===== src/hw/dir_pkg.sv =====
`default_nettype none

package dir_pkg;

  // Physical address width, enough for the full system address space
  localparam int PADDR_BITS = 50;

  // Node id of the L2 that issued a request
  localparam int NID_BITS = 5;

  // Request id local to each L2, echoed back on its ack
  localparam int L2ID_BITS = 6;

  // Directory request id, the tag that travels to memory and back
  localparam int DRID_BITS = 6;

  // Request command and ack code widths
  localparam int CMD_BITS = 3;
  localparam int SNACK_BITS = 5;

  // One 64-byte cache line
  localparam int LINE_BITS = 512;

  // Number of drids this bank tracks
  localparam int DR_REQIDS = 16;

  // Index width needed to address one entry out of DR_REQIDS
  localparam int DR_IDX_BITS = $clog2(DR_REQIDS);

  typedef logic [PADDR_BITS-1:0] paddr_t;
  typedef logic [NID_BITS-1:0]   nid_t;
  typedef logic [L2ID_BITS-1:0]  l2id_t;
  typedef logic [DRID_BITS-1:0]  drid_t;
  typedef logic [CMD_BITS-1:0]   cmd_t;
  typedef logic [SNACK_BITS-1:0] snack_t;
  typedef logic [LINE_BITS-1:0]  line_t;

  // Drid 0 marks an ack that did not come from a snoop
  // The pool never hands it out, so at most DR_REQIDS-1 requests are in flight
  localparam drid_t DRID_NONE = '0;

endpackage

`default_nettype wire


===== src/hw/drid_pool.sv =====
`timescale 1ns/1ps
`default_nettype none

module drid_pool (
  input  logic           clk,
  input  logic           rst,
  input  logic           alloc,
  input  logic           release_en,
  input  dir_pkg::drid_t release_drid,
  output logic           free_valid,
  output dir_pkg::drid_t free_drid
);

  // A set bit means the drid at that index is available
  logic [dir_pkg::DR_REQIDS-1:0] free_q;
  logic [dir_pkg::DR_REQIDS-1:0] free_next;

  // Priority encoder, lowest free index above zero wins
  // The loop runs downward so the last hit is the smallest one
  always_comb begin
    free_valid = 1'b0;
    free_drid  = dir_pkg::DRID_NONE;
    for (int i = dir_pkg::DR_REQIDS - 1; i >= 1; i--) begin
      if (free_q[i]) begin
        free_valid = 1'b1;
        free_drid  = dir_pkg::drid_t'(i);
      end
    end
  end

  // Allocation and release touch different drids, so both may land together
  // A released drid is outstanding and can never be the one being allocated
  always_comb begin
    free_next = free_q;
    if (alloc) begin
      free_next[free_drid[dir_pkg::DR_IDX_BITS-1:0]] = 1'b0;
    end
    if (release_en) begin
      free_next[release_drid[dir_pkg::DR_IDX_BITS-1:0]] = 1'b1;
    end
    // Drid 0 stays reserved whatever happens above
    free_next[0] = 1'b0;
  end

  // Out of reset everything except drid 0 is free
  always_ff @(posedge clk) begin
    if (rst) begin
      free_q <= {{(dir_pkg::DR_REQIDS - 1){1'b1}}, 1'b0};
    end else begin
      free_q <= free_next;
    end
  end

endmodule

`default_nettype wire


===== config.mk =====
export PLATFORM = sky130hd
export DESIGN_NAME = drid_pool
export DESIGN_NICKNAME = d
export VERILOG_FILES = /design/src/hw/dir_pkg.sv /design/src/hw/drid_pool.sv
export SDC_FILE = /design/constraint.sdc
export NUM_CORES = 1
export LEC_CHECK = 0
export BUFFER_PORTS_ARGS = -buffer_cell sky130_fd_sc_hd__buf_4
export CORE_UTILIZATION = 57
export CTS_BUF_LIST = sky130_fd_sc_hd__clkbuf_8 sky130_fd_sc_hd__clkbuf_16
export DETAILED_ROUTE_END_ITERATION = 8
export PLACE_DENSITY = 0.8
export SKIP_LAST_GASP = 1
export SYNTH_ARGS = -nofsm -noshare
export SYNTH_HDL_FRONTEND = slang
export SYNTH_SLANG_ARGS = --single-unit

===== constraint.sdc =====
create_clock -name clk -period 3 [get_ports clk]
set_clock_uncertainty 0.1 [all_clocks]
set_input_delay 0.3 -clock clk [delete_from_list [all_inputs] [get_ports clk]]
set_output_delay 0.3 -clock clk [all_outputs]
set_load 0.05 [all_outputs]

# After elaboration in Yosys (flattened, before gate mapping)
# Index checks and enable logic that the tools add are counted.
[totals]
register_bits = 16
inputBits = 10
out_inout_bits = 7
elab_cells = 47
[op_classes]
order_cmp = 4
mux = 36
n_bitwise = 3
reduce_logical = 2
[ops]
columns = ["operator", "count"]
rows = [
  ["$mux W6", 14],
  ["$mux W16", 2],
  ["$mux W1", 17],
  ["$and A16 B16 Y16", 1],
  ["$not A16 Y16", 1],
  ["$or A16 B16 Y16", 1],
  ["$lt A4 B5 Y1 const B", 2],
  ["$demux W1 S4", 2],
  ["$ge A4 B1 Y1 const B", 2],
  ["$mux W4", 1],
  ["$logic_and A1 B1 Y1", 2],
]

# Depth between registers and ports, before layout
[depth]
depth_word = 24
mapped_depth = 6
mapped_depth_nobuf = 6

# Worst setup path before layout
# OpenSTA, ideal clock, no wires.
[synth_path]
kind = "register -> output"
from = "reg free_q[9] in the netlist's numbering"
to = "out free_drid[2]"
arrival_ns = 1.729
t_required_ns = 2.600
setup_slack_ns = 0.871
stages_incl_launch_ff = 4
cell_sequence = "dfxtp_1 or4_4 o21a_1 nor2_1"
[synth_between]
elab_chain_len = 9
[synth_rtl]
columns = ["element", "line_no", "text"]
rows = [
  ["start: declaration", "drid_pool.sv:15", "logic [dir_pkg::DR_REQIDS-1:0] free_q;"],
  ["start signal: assignment", "drid_pool.sv:48", "free_q <= {{(dir_pkg::DR_REQIDS - 1){1'b1}}, 1'b0};"],
  ["start signal: assignment", "drid_pool.sv:50", "free_q <= free_next;"],
  ["$mux W6 (9 in series)", "drid_pool.sv:24", "if (free_q[i]) begin"],
  ["end: declaration", "drid_pool.sv:11", "output dir_pkg::drid_t free_drid"],
]
# No other way between the ends.

# Worst setup path in the final report
[layout_path]
from = "reg free_q[14] in the netlist's numbering"
to = "out free_drid[0]"
[layout_between]
elab_chain_len = 14
[layout_rtl]
columns = ["element", "line_no"]
rows = [
  ["$mux W6 (14 in series)", "drid_pool.sv:24"],
]
# No other way between the ends.

==> results.py <==
metrics = {
    "run_status": {
        "status": "finished clean",
    },
    "pwr": {
        "vdd_drop_max_mv": 0.2781,
        "fin_total_pwr_mw": 0.4306,
        "p_leak_nw": 0.3834,
        "p_per_area_nw_per_um2": 412.6,
    },
    "drt": {
        "wirelength_um": 2335,
        "via_count": 936,
        "dr.pass1.iters": 4,
        "avgRoutedWirePerCell_um": 17.04,
        "antenna_left": 0,
        "drc": 0,
        "drt_iter0_markers": 34,
        "avgViaCountPerCell": 6.832,
    },
    "clocking": {
        "root_buffer": "clkbuf_8",
        "hold_buffers": 0,
        "postCtsSetupBuffers": 0,
        "cts_resized": 0,
        "clock_sinks": 15,
        "clk_pin_slew_ns": 0.06,
        "cts_tree": "yes",
        "clock_path_buffers": 2,
        "worstSkewPairLatency_ns": 0.25,
        "cts_max_level": 1,
        "cts_made_buffers": 3,
    },
    "worst_setup_path": {
        "cp.arrival_ns": 1.89,
        "cp_slowest_cell": "a221oi_1",
        "path_cells": "nand2b_1 -> a221oi_1 -> o221ai_2 -> nand2b_1 -> buf_4",
        "start_kind": "register",
        "r2r_end": "free_q[6]",
        "crit_required_ns": 2.60,
        "rrSetupSlack_ns": 0.98,
        "timing.critical_path.slowest_cell_delay_ns": 0.44,
        "cpMostUsedCell": "nand2b_1",
        "setup.worst_path.end_class": "output port",
        "worstPathMaxFanout": 9,
        "ff2ff_path_depth": 6,
        "r2r-start": "free_q[5]",
        "path_class": "reg -> out",
    },
    "finish": {
        "n_fill_cell": 127,
        "top_regs": "free_q: 15 flops",
        "final_core_util_pct": 70.08,
        "multi_input_area_um2": 556.8,
        "final_nets": 132,
        "areaGrowthSynthToFinish_pct": 15.03,
        "mostFrequentLayoutCells": "dfxtp_1 (15), buf_4 (12), nor2_1 (11)",
        "final_common_cell": "dfxtp_1",
        "drive_gt1_share_pct": 19.83,
        "postLayoutCellArea_um2": 1044,
        "finalNonFillerCells": 137,
        "antenna_cells": 0,
        "largest_reg_flops": 15,
        "register_area_um2": 300.3,
        "largest_register": "free_q",
    },
    "grt": {
        "grt_pass1_wl_um": 3946,
        "grt-ovfl-total": 0,
        "grt_max_degree": 16,
        "grt_use_total_pct": 29.87,
        "grt_pass1_vias": 867,
        "antenna_found_initial": 0,
    },
    "timing": {
        "holdWs_ns": 0.2118,
        "period_minus_slack_ns": 2.288,
        "min_period_over_period_pct": 76.27,
        "max_slew_margin_pct": 64.05,
        "final_max_slew_viol_count": 0,
        "worstMarginPinSlew_ns": 0.5348,
        "setup_ws_ns": 0.7118,
        "rsz0062_at_grt": "false",
        "tns_ns": 0,
        "setup_violations": 0,
        "finalHoldViolCount": 0,
        "max_freq_mhz": 437.0,
    },
    "die": {
        "start_util_pct": 60.92,
        "num_rows": 14,
        "die_h_um": 41.89,
        "fp.dieW_um": 41.89,
        "io_pins": 17,
        "die_area_um2": 1755,
        "fp.coreArea_um2": 1489,
    },
    "placement": {
        "port-buffer-count": 12,
        "hpwl_um": 1698,
        "place_congestion": 0.8693,
        "pre_cts_ws_ns": 0.9925,
        "dp.cells": 133,
        "placed_area_um2": 998.5,
    },
    "synthesis": {
        "synth-simple-area-share_pct": 27.45,
        "synth.yosys.seq_area_share_pct": 33.10,
        "synth_top_family_by_area": "compound AO/OA/AOI/OAI gates",
        "yosys_most_used_dff": "dfxtp_1",
        "netlist_instances": 107,
        "ys_ff_latch": 15,
        "ys_top_cells_by_area": "dfxtp_1 (33%), a221o_1 (5.5%), nor2_1 (4.6%)",
        "synth_edf_count": 0,
        "yosysWarnings": 0,
        "post_synth.cell_area_avg_um2": 8.478,
        "netlist_area_um2": 907.1,
        "yosysTopAreaCellShare_pct": 33.10,
        "netlist.top_cell.by_area": "dfxtp_1",
        "synth_xor_area_share_pct": 0,
        "yosys.area_share.adder_pct": 0,
        "synth_mux_area_share_pct": 0,
        "ys_async_sr_fraction_pct": 0,
        "synth_cell_type_count": 41,
        "synth_compound_area_share_pct": 33.10,
    },
    "job": {
        "drv_cap": 0,
    },
    "worst_hold_path": {
        "holdCritStartpoint": "release_drid[3]",
        "hold_depth": 3,
        "hp-class": "in -> reg",
        "hold_path_end": "free_q[15]",
    },
}
## how the worst max path moves through the flow
stage / startpoint / end / slack, ns / depth (start not counted)
2_1_floorplan: free_q[9] / free_drid[2] / 0.87 / 3
3_3_place_gp: free_q[5] / free_q[14] / 1.03 / 6
3_5_place_dp: free_q[14] / free_drid[0] / 0.99 / 5
4_1_cts: free_q[14] / free_drid[0] / 0.72 / 5
5_1_grt: free_q[7] / free_drid[0] / 0.64 / 5
6_report: free_q[14] / free_drid[0] / 0.71 / 5
## critical path: cells and delay by family (launching register included)
| kind | cells | cell delay (ns) |
|---|---|---|
| buffers and inverters | 1 | 0.21 |
| AND/OR/NAND/NOR | 2 | 0.33 |
| flip-flops | 1 | 0.34 |
| AO/OA/AOI/OAI | 2 | 0.76 |
## synthesized netlist by cell type, types with 2 or more instances
library cell / number
dfxtp_1: 15
nor2_1: 11
nand2_1: 8
a21oi_1: 6
inv_1: 6
a221o_1: 5
nand3_1: 4
a21o_1: 3
buf_4: 3
nor2b_1: 3
o41ai_1: 3
a211o_1: 2
a221oi_1: 2
a31oi_1: 2
nand2b_1: 2
nor3_1: 2
nor3b_1: 2
nor4_1: 2
o21a_1: 2
o21ai_1: 2
o31ai_1: 2
## layout make-up
cell class,instances,share of cell area (%)
Clock buffer,3,3.957
Clock inverter,1,0.3597
Inverter,7,2.998
Multi-Input combinational cell,83,53.36
Sequential cell,15,28.78
Tap cell,16,1.918
Timing Repair Buffer,12,8.633
## layer usage
layer	track usage (%)	wire (um)
met1	39.12	1022
met3	6.087	164
met2	47.50	1116
met4	12.90	32
met5	0	0
## power breakdown
part / switching (mW) / internal (mW) / total [mW]
registers: 0.00317 / 0.201 / 0.205
clock network: 0.0730 / 0.0908 / 0.164
logic: 0.0414 / 0.0207 / 0.0622
## kinds of logic (layout without fill, tap and decap cells)
group           after synthesis  count (layout)
simple gates                 44              44
compound gates               37              37
flops                        15              15
buf+inv                      10              23
other cells                   1               2
No activity file was read; power rests on OpenSTA's default activity.
