<file path="src/hw/dir_pkg.sv">
`default_nettype none

package dir_pkg;

  // Physical address width, enough for the full system address space
  localparam int PADDR_BITS = 50;

  // Node id of the L2 that issued a request
  localparam int NID_BITS = 5;

  // Request id local to each L2, echoed back on its ack
  localparam int L2ID_BITS = 6;

  // Directory request id, the tag that travels to memory and back
  localparam int DRID_BITS = 6;

  // Request command and ack code widths
  localparam int CMD_BITS = 3;
  localparam int SNACK_BITS = 5;

  // One 64-byte cache line
  localparam int LINE_BITS = 512;

  // Number of drids this bank tracks
  localparam int DR_REQIDS = 16;

  // Index width needed to address one entry out of DR_REQIDS
  localparam int DR_IDX_BITS = $clog2(DR_REQIDS);

  typedef logic [PADDR_BITS-1:0] paddr_t;
  typedef logic [NID_BITS-1:0]   nid_t;
  typedef logic [L2ID_BITS-1:0]  l2id_t;
  typedef logic [DRID_BITS-1:0]  drid_t;
  typedef logic [CMD_BITS-1:0]   cmd_t;
  typedef logic [SNACK_BITS-1:0] snack_t;
  typedef logic [LINE_BITS-1:0]  line_t;

  // Drid 0 marks an ack that did not come from a snoop
  // The pool never hands it out, so at most DR_REQIDS-1 requests are in flight
  localparam drid_t DRID_NONE = '0;

endpackage

`default_nettype wire

</file>
<file path="src/hw/id_table.sv">
`timescale 1ns/1ps
`default_nettype none

module id_table (
  input  logic          clk,
  input  logic          we,
  input  dir_pkg::drid_t wdrid,
  input  dir_pkg::nid_t  wnid,
  input  dir_pkg::l2id_t wl2id,
  input  dir_pkg::drid_t rdrid,
  output dir_pkg::nid_t  rnid,
  output dir_pkg::l2id_t rl2id
);

  // One entry per drid, holding the requester that owns it
  dir_pkg::nid_t  nid_mem [dir_pkg::DR_REQIDS];
  dir_pkg::l2id_t l2id_mem [dir_pkg::DR_REQIDS];

  // Only the low bits address the array, since drids never exceed DR_REQIDS-1
  logic [dir_pkg::DR_IDX_BITS-1:0] widx;
  logic [dir_pkg::DR_IDX_BITS-1:0] ridx;

  assign widx = wdrid[dir_pkg::DR_IDX_BITS-1:0];
  assign ridx = rdrid[dir_pkg::DR_IDX_BITS-1:0];

  // Entry is filled on the edge that allocates its drid
  always_ff @(posedge clk) begin
    if (we) begin
      nid_mem[widx]  <= wnid;
      l2id_mem[widx] <= wl2id;
    end
  end

  // Lookup is combinational so the ack can be registered in the same cycle
  // it is accepted
  assign rnid  = nid_mem[ridx];
  assign rl2id = l2id_mem[ridx];

endmodule

`default_nettype wire

</file>
<file path="config.mk">
export PLATFORM = sky130hd
export DESIGN_NAME = id_table
export DESIGN_NICKNAME = d
export VERILOG_FILES = /design/src/hw/dir_pkg.sv /design/src/hw/id_table.sv
export SDC_FILE = /design/constraint.sdc
export NUM_CORES = 1
export LEC_CHECK = 0
export BUFFER_PORTS_ARGS = -buffer_cell sky130_fd_sc_hd__buf_2
export CAP_MARGIN = 20
export CORE_MARGIN = 2
export CORE_UTILIZATION = 35
export CTS_CLUSTER_DIAMETER = 30
export DETAILED_ROUTE_END_ITERATION = 8
export PLACE_DENSITY = 0.64
export REMOVE_ABC_BUFFERS = 1
export SLEW_MARGIN = 25
export SYNTH_ARGS = -nofsm -noshare
export SYNTH_HDL_FRONTEND = slang
export SYNTH_SLANG_ARGS = --single-unit
</file>
<file path="constraint.sdc">
create_clock -name clk -period 2.05 [get_ports clk]
set_clock_uncertainty 0.1 [all_clocks]
set_input_delay 0.41 -clock clk [delete_from_list [all_inputs] [get_ports clk]]
set_output_delay 0.41 -clock clk [all_outputs]
set_load 0.03 [all_outputs]
</file>
* Yosys cells after proc, flatten, opt, wreduce, memory -nomap -nowiden
Memory sizes are Yosys's and may differ from the RTL's. Index checks and enable logic that the tools add are counted.
Storage, ports and cells: bits in latches 0, word-level logic and storage cells 4, memories 2, flip-flop bits (word level) 0, bits of input ports 25, RAM bits 176, bits in read-only memories 0
Memories:
- l2id_mem | depth 16, bits a word 6, rd ports 1, clocked after memory_dff 0, wr ports 1, line id_table.sv:17 | dir_pkg::l2id_t l2id_mem [dir_pkg::DR_REQIDS];
- nid_mem | depth 16, bits a word 5, rd ports 1, clocked after memory_dff 0, wr ports 1, line id_table.sv:16 | dir_pkg::nid_t nid_mem [dir_pkg::DR_REQIDS];
Cells by class: eq/ne operators 0, $add $sub $neg 0, magnitude comparators 0, mux-type cells 2, div/mod/pow operators 0, bitwise operators 0, shifts and indexed selects 0, reduce and logical (&&, ||, !) cells 0, multipliers 0
Operators with widths (number):
- $mux W1 | 2

* Longest topological paths before layout
Gate-level depths: netlist (run 1).
word-level depth 2, mapped depth 5, depth with buffers taken out 3

* Worst setup path before layout (run 1)
OpenSTA, ideal clock, no wires.
kind input-to-reg, start point in wdrid[3], end point mem l2id_mem[0][0] in the netlist's numbering (enable), cell stages on the path 2, data arrival time 1.721 ns, setup slack -0.164 ns, buffers on the path 0, data required time 1.557 ns, cells stage by stage or3b_2 > nor3_1
RTL lines:
- from (decl) | line id_table.sv:7 | input dir_pkg::drid_t wdrid,
- to (decl) | line id_table.sv:17
Straight into the memory's write port.

* Final worst setup path (run 1)
start point mem nid_mem[3][0] in the netlist's numbering, end point out rnid[0]
On the way: cells in the longest elaborated chain, start to end 1
Ends and longest elaborated chain:
- from (decl) | line id_table.sv:16
- $mem_v2 Z16 W5
- to (decl) | line id_table.sv:11 | output dir_pkg::nid_t rnid,
No other way between the ends.

==> results of run 1 <==
==> critical path, stage by stage (launching register included) <==
cell and delay, ns:
edfxtp_1 0.37, mux4_2 0.48, a22oi_2 0.20, nand2_1 0.11
buf_6 0.15
==> timing repair <==
item | in CTS | in global routing
endpoints found under the setup margin | 11 | 11
cloned | 1 | 0
gates resized for setup | 47 | 7
buffers inserted | 0 | 1
pin swaps | 18 | 4
==> cells by family after synthesis <==
| kind of cell | Yosys count |
|---|---|
| compound gates | 22 |
| buf+inv | 14 |
| mux | 44 |
| flops | 176 |
| simple gates | 38 |
==> how the worst min path moves through the flow <==
stage | slack [ns] | startpoint | endpoint | cells past startpoint
3_3_place_gp | 0.68 | wnid[1] | nid_mem[8][1] | 1
5_1_grt | 0.26 | wnid[2] | nid_mem[4][2] | 1
4_1_cts | 0.24 | wnid[2] | nid_mem[1][2] | 1
6_report | 0.25 | wnid[2] | nid_mem[15][2] | 1
2_1_floorplan | 0.41 | wl2id[0] | l2id_mem[0][0] | 0
3_5_place_dp | 0.70 | wnid[2] | nid_mem[1][2] | 1
==> cells in the mapped netlist, drive strengths merged <==
master	count	area, um2
nand2	12	45.04
edfxtp	176	5285
mux4	44	1051
nand3b	2	15.01
nand2b	2	12.51
nor2b	2	12.51
and2	1	6.260
clkbuf	5	20.01
nor2	13	48.80
or3b	1	8.760
a22oi	22	165.2
nor3	4	20.02
buf	9	82.57
nand3	1	5.000
==> stage by stage <==
step	cell area [um2]	hold slack [ns]	setup WS [ns]	setup TNS [ns]
after global routing	8294	0.2594	-0.2469	-2.513
after floorplan	6675	0.4089	-0.1637	-1.800
after global placement	7548	0.6763	-0.3702	-3.667
after detailed placement	7548	0.6969	-0.3667	-3.668
after CTS	8262	0.2382	-0.2244	-2.173
final	8297	0.2483	-0.2017	-1.860
==> area by class of cell <==
type,instances,area (um2),share of cell area (%)
well taps,260,325.3,3.921
clock buffers,18,429.2,5.173
multi-input cells,104,1466,17.67
flip-flops and latches,176,5285,63.70
repair buffers,66,641.9,7.736
diodes,1,2.502,0.03016
clock inverters,14,146.4,1.764
==> registers in the layout, summed over array words and instances, names as in the netlist <==
signal,flops
l2id_mem,96
nid_mem,80
==> power by group <==
group / switching (uW) / leakage (uW) / internal, uW
logic: 296 / 0.000828 / 244
registers: 15.3 / 0.00159 / 4030
clock network: 1250 / 0.000284 / 1890
==> cell usage in the layout, fill, tap and decap left out <==
cell,instances
edfxtp_1,176
mux4_2,37
buf_4,24
buf_2,19
a22oi_2,17
clkbuf_16,17
nor2_1,13
buf_6,11
nand2_1,10
buf_12,10
mux4_1,7
a22oi_1,5
clkinv_2,5
nor3_2,4
clkinv_1,4
bufinv_16,3
nor2b_1,2
nand2_2,2
nand2b_1,2
nand3b_1,2
diode_2,1
and2_1,1
nand3_1,1
or3b_2,1
clkbuf_1,1
clkinvlp_4,1
inv_6,1
buf_16,1
buf_8,1
==> per-layer routing <==
layer  GRT usage (%)  vias to the layer above
li1                -                     1401
met1           20.73                     1739
met2           22.41                      104
met3           3.890                       16
met4           5.888                        0
met5               0                        -
==> qor.yml, run 1 <==
failed_checks: "negative setup slack"
cts_tree: "done"
wl_met2_mm: 6.683
yosys.area_share.xor_xnor_pct: 0
top_layer: "met4"
drc: 0
synth-compound-area-share_pct: 2.437
die_w_um: 143.2
outcome: "finished with violations"
dp_cells: 604
crit_start: "nid_mem[3][0]"
drv_cap: 0
grt_max_degree: 23
clock_sinks: 176
antenna_found_initial: 1
ir_worst_vdd_mv: 0.3824
fin_crit_ns: 2.252
wl_per_cell_um: 22.18
rsz0062_at_grt: "true"
syn_to_final_growth_pct: 22.41
drt-total-wl_mm: 14.17
worst_pin_slew_ns: 0.7786
fin_ws_ns: -0.2017
grt_use_total_pct: 14.87
dieHeight_um: 143.2
power_density_nw_per_um2: 931.8
layout-drive-gt1-share_pct: 40.74
drt_iter0_drc: 345
fin_total_pwr_uw: 7731
path_clk_slew_ns: 0.06
vias: 3260
rows: 50
synth-simple-area-share_pct: 2.566
fmaxAchievable_mhz: 444.1
fp.coreArea_um2: 18830
ys_warn_count: 0
place_hpwl_mm: 8.376
grt_pass1_wl_mm: 21.21
cp-start-kind: "register"
setup_viol: 11
hold_path.class: "input pin to register"
maxSlewViolCount: 0
synth_top_family_by_area: "multiplexers"
yosysUniqueCellTypes: 19
drtAntennaViolNets: 0
power_leakage_uw: 0.002701
h-tree-depth: 4
nets: 390
grt_pass1_vias: 3397
finalCritPeriodShare_pct: 109.8
drt-met1-wl_mm: 6.148
relSlewSlack_pct: 48.10
cts_hold_buffers: 0
dr.pass1.iters: 4
synth_area_um2: 6778
io_pins: 36
end_kind: "primary output"
root_buffer: "clkbuf_16"
crit_type: "register to primary output"
start_util_pct: 35.99
crit_arrival_ns: 1.74
path_max_fanout: 1
synth_seq_area_share_pct: 77.98
critical_path.endpoint: "rnid[0]"
clockBufferDepth: 2
synth_cells: 294
finalWeightedCongestion: 0.7055
io_buffer_count: 31
overflow: 0
finalNonFillerCells: 639
vias_per_cell: 5.102
cts_made_buffers: 17
synthAdderAreaFrac_pct: 0
cp.required_ns: 1.54
route.met3.wl_mm: 1.159
yosys_register_bits: 176
fin_util_pct: 44.06
hold_viol: 0
synth_mux_area_share_pct: 15.51
n_fill_cell: 1602
dieArea_um2: 20490
syn_avg_cell_area_um2: 23.05
No activity file was read; power rests on OpenSTA's default activity.
==> run 2, diff against run 1 <==
--- a/config.mk
+++ b/config.mk
@@ -8,10 +8,10 @@
 export BUFFER_PORTS_ARGS = -buffer_cell sky130_fd_sc_hd__buf_2
 export CAP_MARGIN = 20
 export CORE_MARGIN = 2
-export CORE_UTILIZATION = 35
+export CORE_UTILIZATION = 54
 export CTS_CLUSTER_DIAMETER = 30
 export DETAILED_ROUTE_END_ITERATION = 8
-export PLACE_DENSITY = 0.64
+export PLACE_DENSITY = 0.87
 export REMOVE_ABC_BUFFERS = 1
 export SLEW_MARGIN = 25
 export SYNTH_ARGS = -nofsm -noshare
==> qor.yml, run 2 (synthesized netlist as in run 1, its figures left out) <==
outcome: "finished with violations"
failed_checks: "negative setup slack"
dieArea_um2: 13460
finalCritPeriodShare_pct: 116.2
crit_start: "l2id_mem[3][0]"
grt_use_total_pct: 24.82
grt_pass1_vias: 3569
vias: 3355
ir_worst_vdd_mv: 0.6207
maxSlewViolCount: 0
drv_cap: 0
hold_viol: 0
fmaxAchievable_mhz: 420.0
relSlewSlack_pct: 53.44
setup_viol: 11
cts_tree: "done"
path_clk_slew_ns: 0.07
layout_commonest_cell: "edfxtp_1"
critPathTopFamily: "multiplexers"
wl_per_cell_um: 27.64
worstHoldStart: "wnid[3]"
finalWeightedCongestion: 0.7843
layout_common_cells: "176 x edfxtp_1, 34 x mux4_2, 26 x buf_4, 19 x buf_2, 17 x clkbuf_16"
rsz0062_at_grt: "true"
cts_made_buffers: 17
place_area_um2: 7376
clockBufferDepth: 2
rows: 40
die_w_um: 116.0
critical_path.slowest_cell: "mux4_2"
vias_per_cell: 6.122
grt_max_degree: 19
syn_to_final_growth_pct: 20.84
top_register: "l2id_mem"
n_fill_cell: 748
cp.required_ns: 1.54
drtAntennaViolNets: 0
io_pins: 36
critPathBufInv: 1
drt-total-wl_mm: 15.15
layout-drive-gt1-share_pct: 39.31
start_util_pct: 55.96
dieHeight_um: 116.0
grt_pass1_wl_mm: 22.29
h-tree-depth: 4
antenna_found_initial: 1
root_buffer: "clkbuf_16"
overflow: 0
clock_sinks: 176
dr.pass1.iters: 5
fp.coreArea_um2: 12110
hold_path.class: "input pin to register"
fin_crit_ns: 2.381
cp_slowest_stage_delay_ns: 0.54
top_regs: "l2id_mem x96, nid_mem x80"
crit_chain: "mux4_2 > a22oi_2 > nand2_1 > buf_6"
place_hpwl_mm: 8.304
place_ws_ns: -0.3548
power_leakage_uw: 0.002725
cp-start-kind: "register"
worst_pin_slew_ns: 0.6985
final_cell_area_um2: 8190
path_max_fanout: 1
fin_ws_ns: -0.3312
largest_reg_flops: 96
drc: 0
io_buffer_count: 31
end_kind: "primary output"
nets: 391
crit_arrival_ns: 1.87
crit_type: "register to primary output"
drt_iter0_drc: 495
power_density_nw_per_um2: 952.0
[run 2: per-layer routing]
metal / up-vias / wire length (um) / track usage [%]
met2: 193 / 7708 / 40.74
met1: 1727 / 5667 / 31.08
met5: - / 0 / 0
li1: 1408 / - / -
met3: 27 / 1323 / 8.107
met4: 0 / 445 / 9.841
[run 2: power breakdown]
group	internal [uW]	switching (uW)
Sequential	4030	19.9
Combinational	244	297
Clock	1810	1390
[run 2: cell type report]
type | instances | area [um2] | share of cell area, %
flip-flops and latches | 176 | 5285 | 64.53
multi-input cells | 104 | 1440 | 17.58
repair buffers | 67 | 668.1 | 8.158
clock buffers | 17 | 425.4 | 5.194
well taps | 168 | 210.2 | 2.566
clock inverters | 15 | 158.9 | 1.940
diodes | 1 | 2.502 | 0.03055
[run 2: worst paths after layout]
kind / endpoint / slack (ns) / cells after the start
setup / recovery: rl2id[0] / -0.33 / 4
hold / removal: nid_mem[1][3] / 0.25 / 1
[run 2: per-stage QoR]
step / instances / hold WS [ns] / TNS [ns] / power, uW / utilization [%]
3_5_place_dp: 511 / 0.6986 / -3.260 / 4577 / 60.90
2_1_floorplan: 280 / 0.4089 / -1.800 / 4343 / -
4_1_cts: 547 / 0.2426 / -2.400 / 7812 / 67.60
5_1_grt: 547 / 0.2507 / -3.224 / 7998 / 67.60
3_3_place_gp: 511 / 0.6691 / -3.089 / 4551 / 60.90
6_report: 548 / 0.2472 / -2.440 / 7798 / 67.62
[run 2: timing repair]
item                       CTS  global route
hold buffers                 0             0
pin swaps                   13             1
buffers inserted             1             0
gates resized for setup     48             0
setup endpoints to repair   11            11
cloned                       3             0
==> run 3, diff against run 2 <==
--- a/config.mk
+++ b/config.mk
@@ -11,7 +11,7 @@
 export CORE_UTILIZATION = 54
 export CTS_CLUSTER_DIAMETER = 30
 export DETAILED_ROUTE_END_ITERATION = 8
-export PLACE_DENSITY = 0.87
+export PLACE_DENSITY = 0.84
 export REMOVE_ABC_BUFFERS = 1
 export SLEW_MARGIN = 25
 export SYNTH_ARGS = -nofsm -noshare
==> qor.yml, run 3 (synthesized netlist as in run 1, its figures left out) <==
outcome: "finished with violations"
failed_checks: "negative setup slack"
grt_use_total_pct: 24.19
setup_viol: 11
hold_depth: 1
power_density_nw_per_um2: 915.6
nets: 397
cp-start-kind: "register"
start_util_pct: 55.96
dieArea_um2: 13460
top_regs: "l2id_mem x96, nid_mem x80"
fmaxAchievable_mhz: 431.0
largest_reg_flops: 96
path_max_fanout: 1
drt-total-wl_mm: 15.18
cp.required_ns: 1.54
cts_tree: "done"
dr.pass1.iters: 4
layout_common_cells: "176 x edfxtp_1, 35 x mux4_2, 34 x buf_4, 19 x buf_2, 17 x clkbuf_16"
vias: 3444
power_leakage_uw: 0.002714
critical_path.slowest_cell: "mux4_2"
root_buffer: "clkbuf_16"
fin_crit_ns: 2.320
io_buffer_count: 31
vias_per_cell: 6.250
crit_type: "register to primary output"
finalWeightedCongestion: 0.8251
fin_ws_ns: -0.2702
hold_path.class: "input pin to register"
maxSlewViolCount: 0
top_layer: "met4"
die_w_um: 116.0
overflow: 0
relSlewSlack_pct: 51.40
crit_chain: "mux4_2 > a22oi_1 > nand2_1 > buf_4"
rsz0062_at_grt: "true"
hold_viol: 0
route.met3.wl_mm: 1.488
layout-drive-gt1-share_pct: 39.95
grt_max_degree: 20
place_hpwl_mm: 8.594
finalCritPeriodShare_pct: 113.2
layout_commonest_cell: "edfxtp_1"
end_kind: "primary output"
h-tree-depth: 4
clockBufferDepth: 2
drc: 0
drtAntennaViolNets: 0
grt_pass1_wl_mm: 21.89
top_register: "l2id_mem"
dp_cells: 512
n_fill_cell: 748
grt_pass1_vias: 3450
cp_slowest_stage_delay_ns: 0.53
drt_iter0_drc: 410
hold_end: "l2id_mem[7][3]"
antenna_cells: 0
drv_cap: 0
syn_to_final_growth_pct: 20.14
drt-met1-wl_mm: 5.841
ir_worst_vdd_mv: 0.5311
worstHoldStart: "wl2id[3]"
wl_met2_mm: 7.477
antenna_found_initial: 0
wl_per_cell_um: 27.55
cts_made_buffers: 17
dieHeight_um: 116.0
clock_sinks: 176
fp.coreArea_um2: 12110
finalNonFillerCells: 551
path_clk_slew_ns: 0.06
holdWs_ns: 0.2678
rows: 40
crit_arrival_ns: 1.81
worst_pin_slew_ns: 0.7257
io_pins: 36
-- run 3: cell count changes in the layout (fill, tap and decap cells not counted), moves of 2 or more --
cell       change
inv_6          -3
clkinv_4       +2
clkbuf_1       +2
bufinv_16      -2
nor2b_2        +2
buf_4          +8
nor2b_1        -2
-- run 3: through the flow --
stage / cell area, um2 / util [%] / setup WS, ns / setup TNS [ns] / total power [uW]
2_1_floorplan: 6675 / - / -0.1637 / -1.800 / 4343
3_3_place_gp: 7371 / 60.86 / -0.4171 / -3.614 / 4567
3_5_place_dp: 7371 / 60.86 / -0.4152 / -3.633 / 4583
4_1_cts: 8133 / 67.15 / -0.2752 / -2.567 / 7456
5_1_grt: 8143 / 67.23 / -0.3124 / -3.010 / 7643
6_report: 8143 / 67.23 / -0.2702 / -2.548 / 7455
-- run 3: how the worst max path moves through the flow --
stage                               start             end  slack [ns]  cells past startpoint
after floorplan                  wdrid[3]  l2id_mem[0][0]       -0.16                      2
after global placement           rdrid[0]        rl2id[5]       -0.42                      7
after detailed placement         rdrid[0]        rl2id[5]       -0.42                      7
after CTS                 l2id_mem[11][4]        rl2id[4]       -0.28                      4
after global routing      l2id_mem[11][4]        rl2id[4]       -0.31                      4
final                       nid_mem[0][0]         rnid[0]       -0.27                      4
-- run 3: repair_timing --
| action | 4_1_cts | 5_1_grt |
|---|---|---|
| hold buffers | 0 | 0 |
| endpoints found under the setup margin | 11 | 11 |
| cloned | 3 | 0 |
| resized for setup | 40 | 9 |
| buffers inserted | 6 | 0 |
| pin swaps | 16 | 5 |
-- run 3: layout make-up --
type / count / area, um2 / area share [%]
sequential: 176 / 5285 / 64.90
clock buffer: 19 / 432.9 / 5.317
multi-input combinational: 104 / 1436 / 17.64
clock inverter: 11 / 85.08 / 1.045
tap: 168 / 210.2 / 2.581
timing repair buffer: 73 / 693.2 / 8.513
-- run 3: worst max-delay path: cells and delay by family, from the launching register on --
family / cells / cell delay [ns]
buffers and inverters: 1 / 0.17
AND/OR/NAND/NOR: 1 / 0.08
AO/OA/AOI/OAI: 1 / 0.19
flip-flops: 1 / 0.43
multiplexers: 1 / 0.53
-- run 3: where the power goes --
part	switching [uW]	leakage, uW	internal (uW)
clock network	1300	0.000246	1540
registers	21.4	0.00159	4030
logic	310	0.000878	248
total	1630	0.00271	5830
-- run 3: metal layers --
layer | track usage [%] | up-vias
met2 | 37.89 | 235
met1 | 32.58 | 1764
met3 | 7.741 | 34
li1 | - | 1411
met5 | 0 | -
met4 | 8.651 | 0
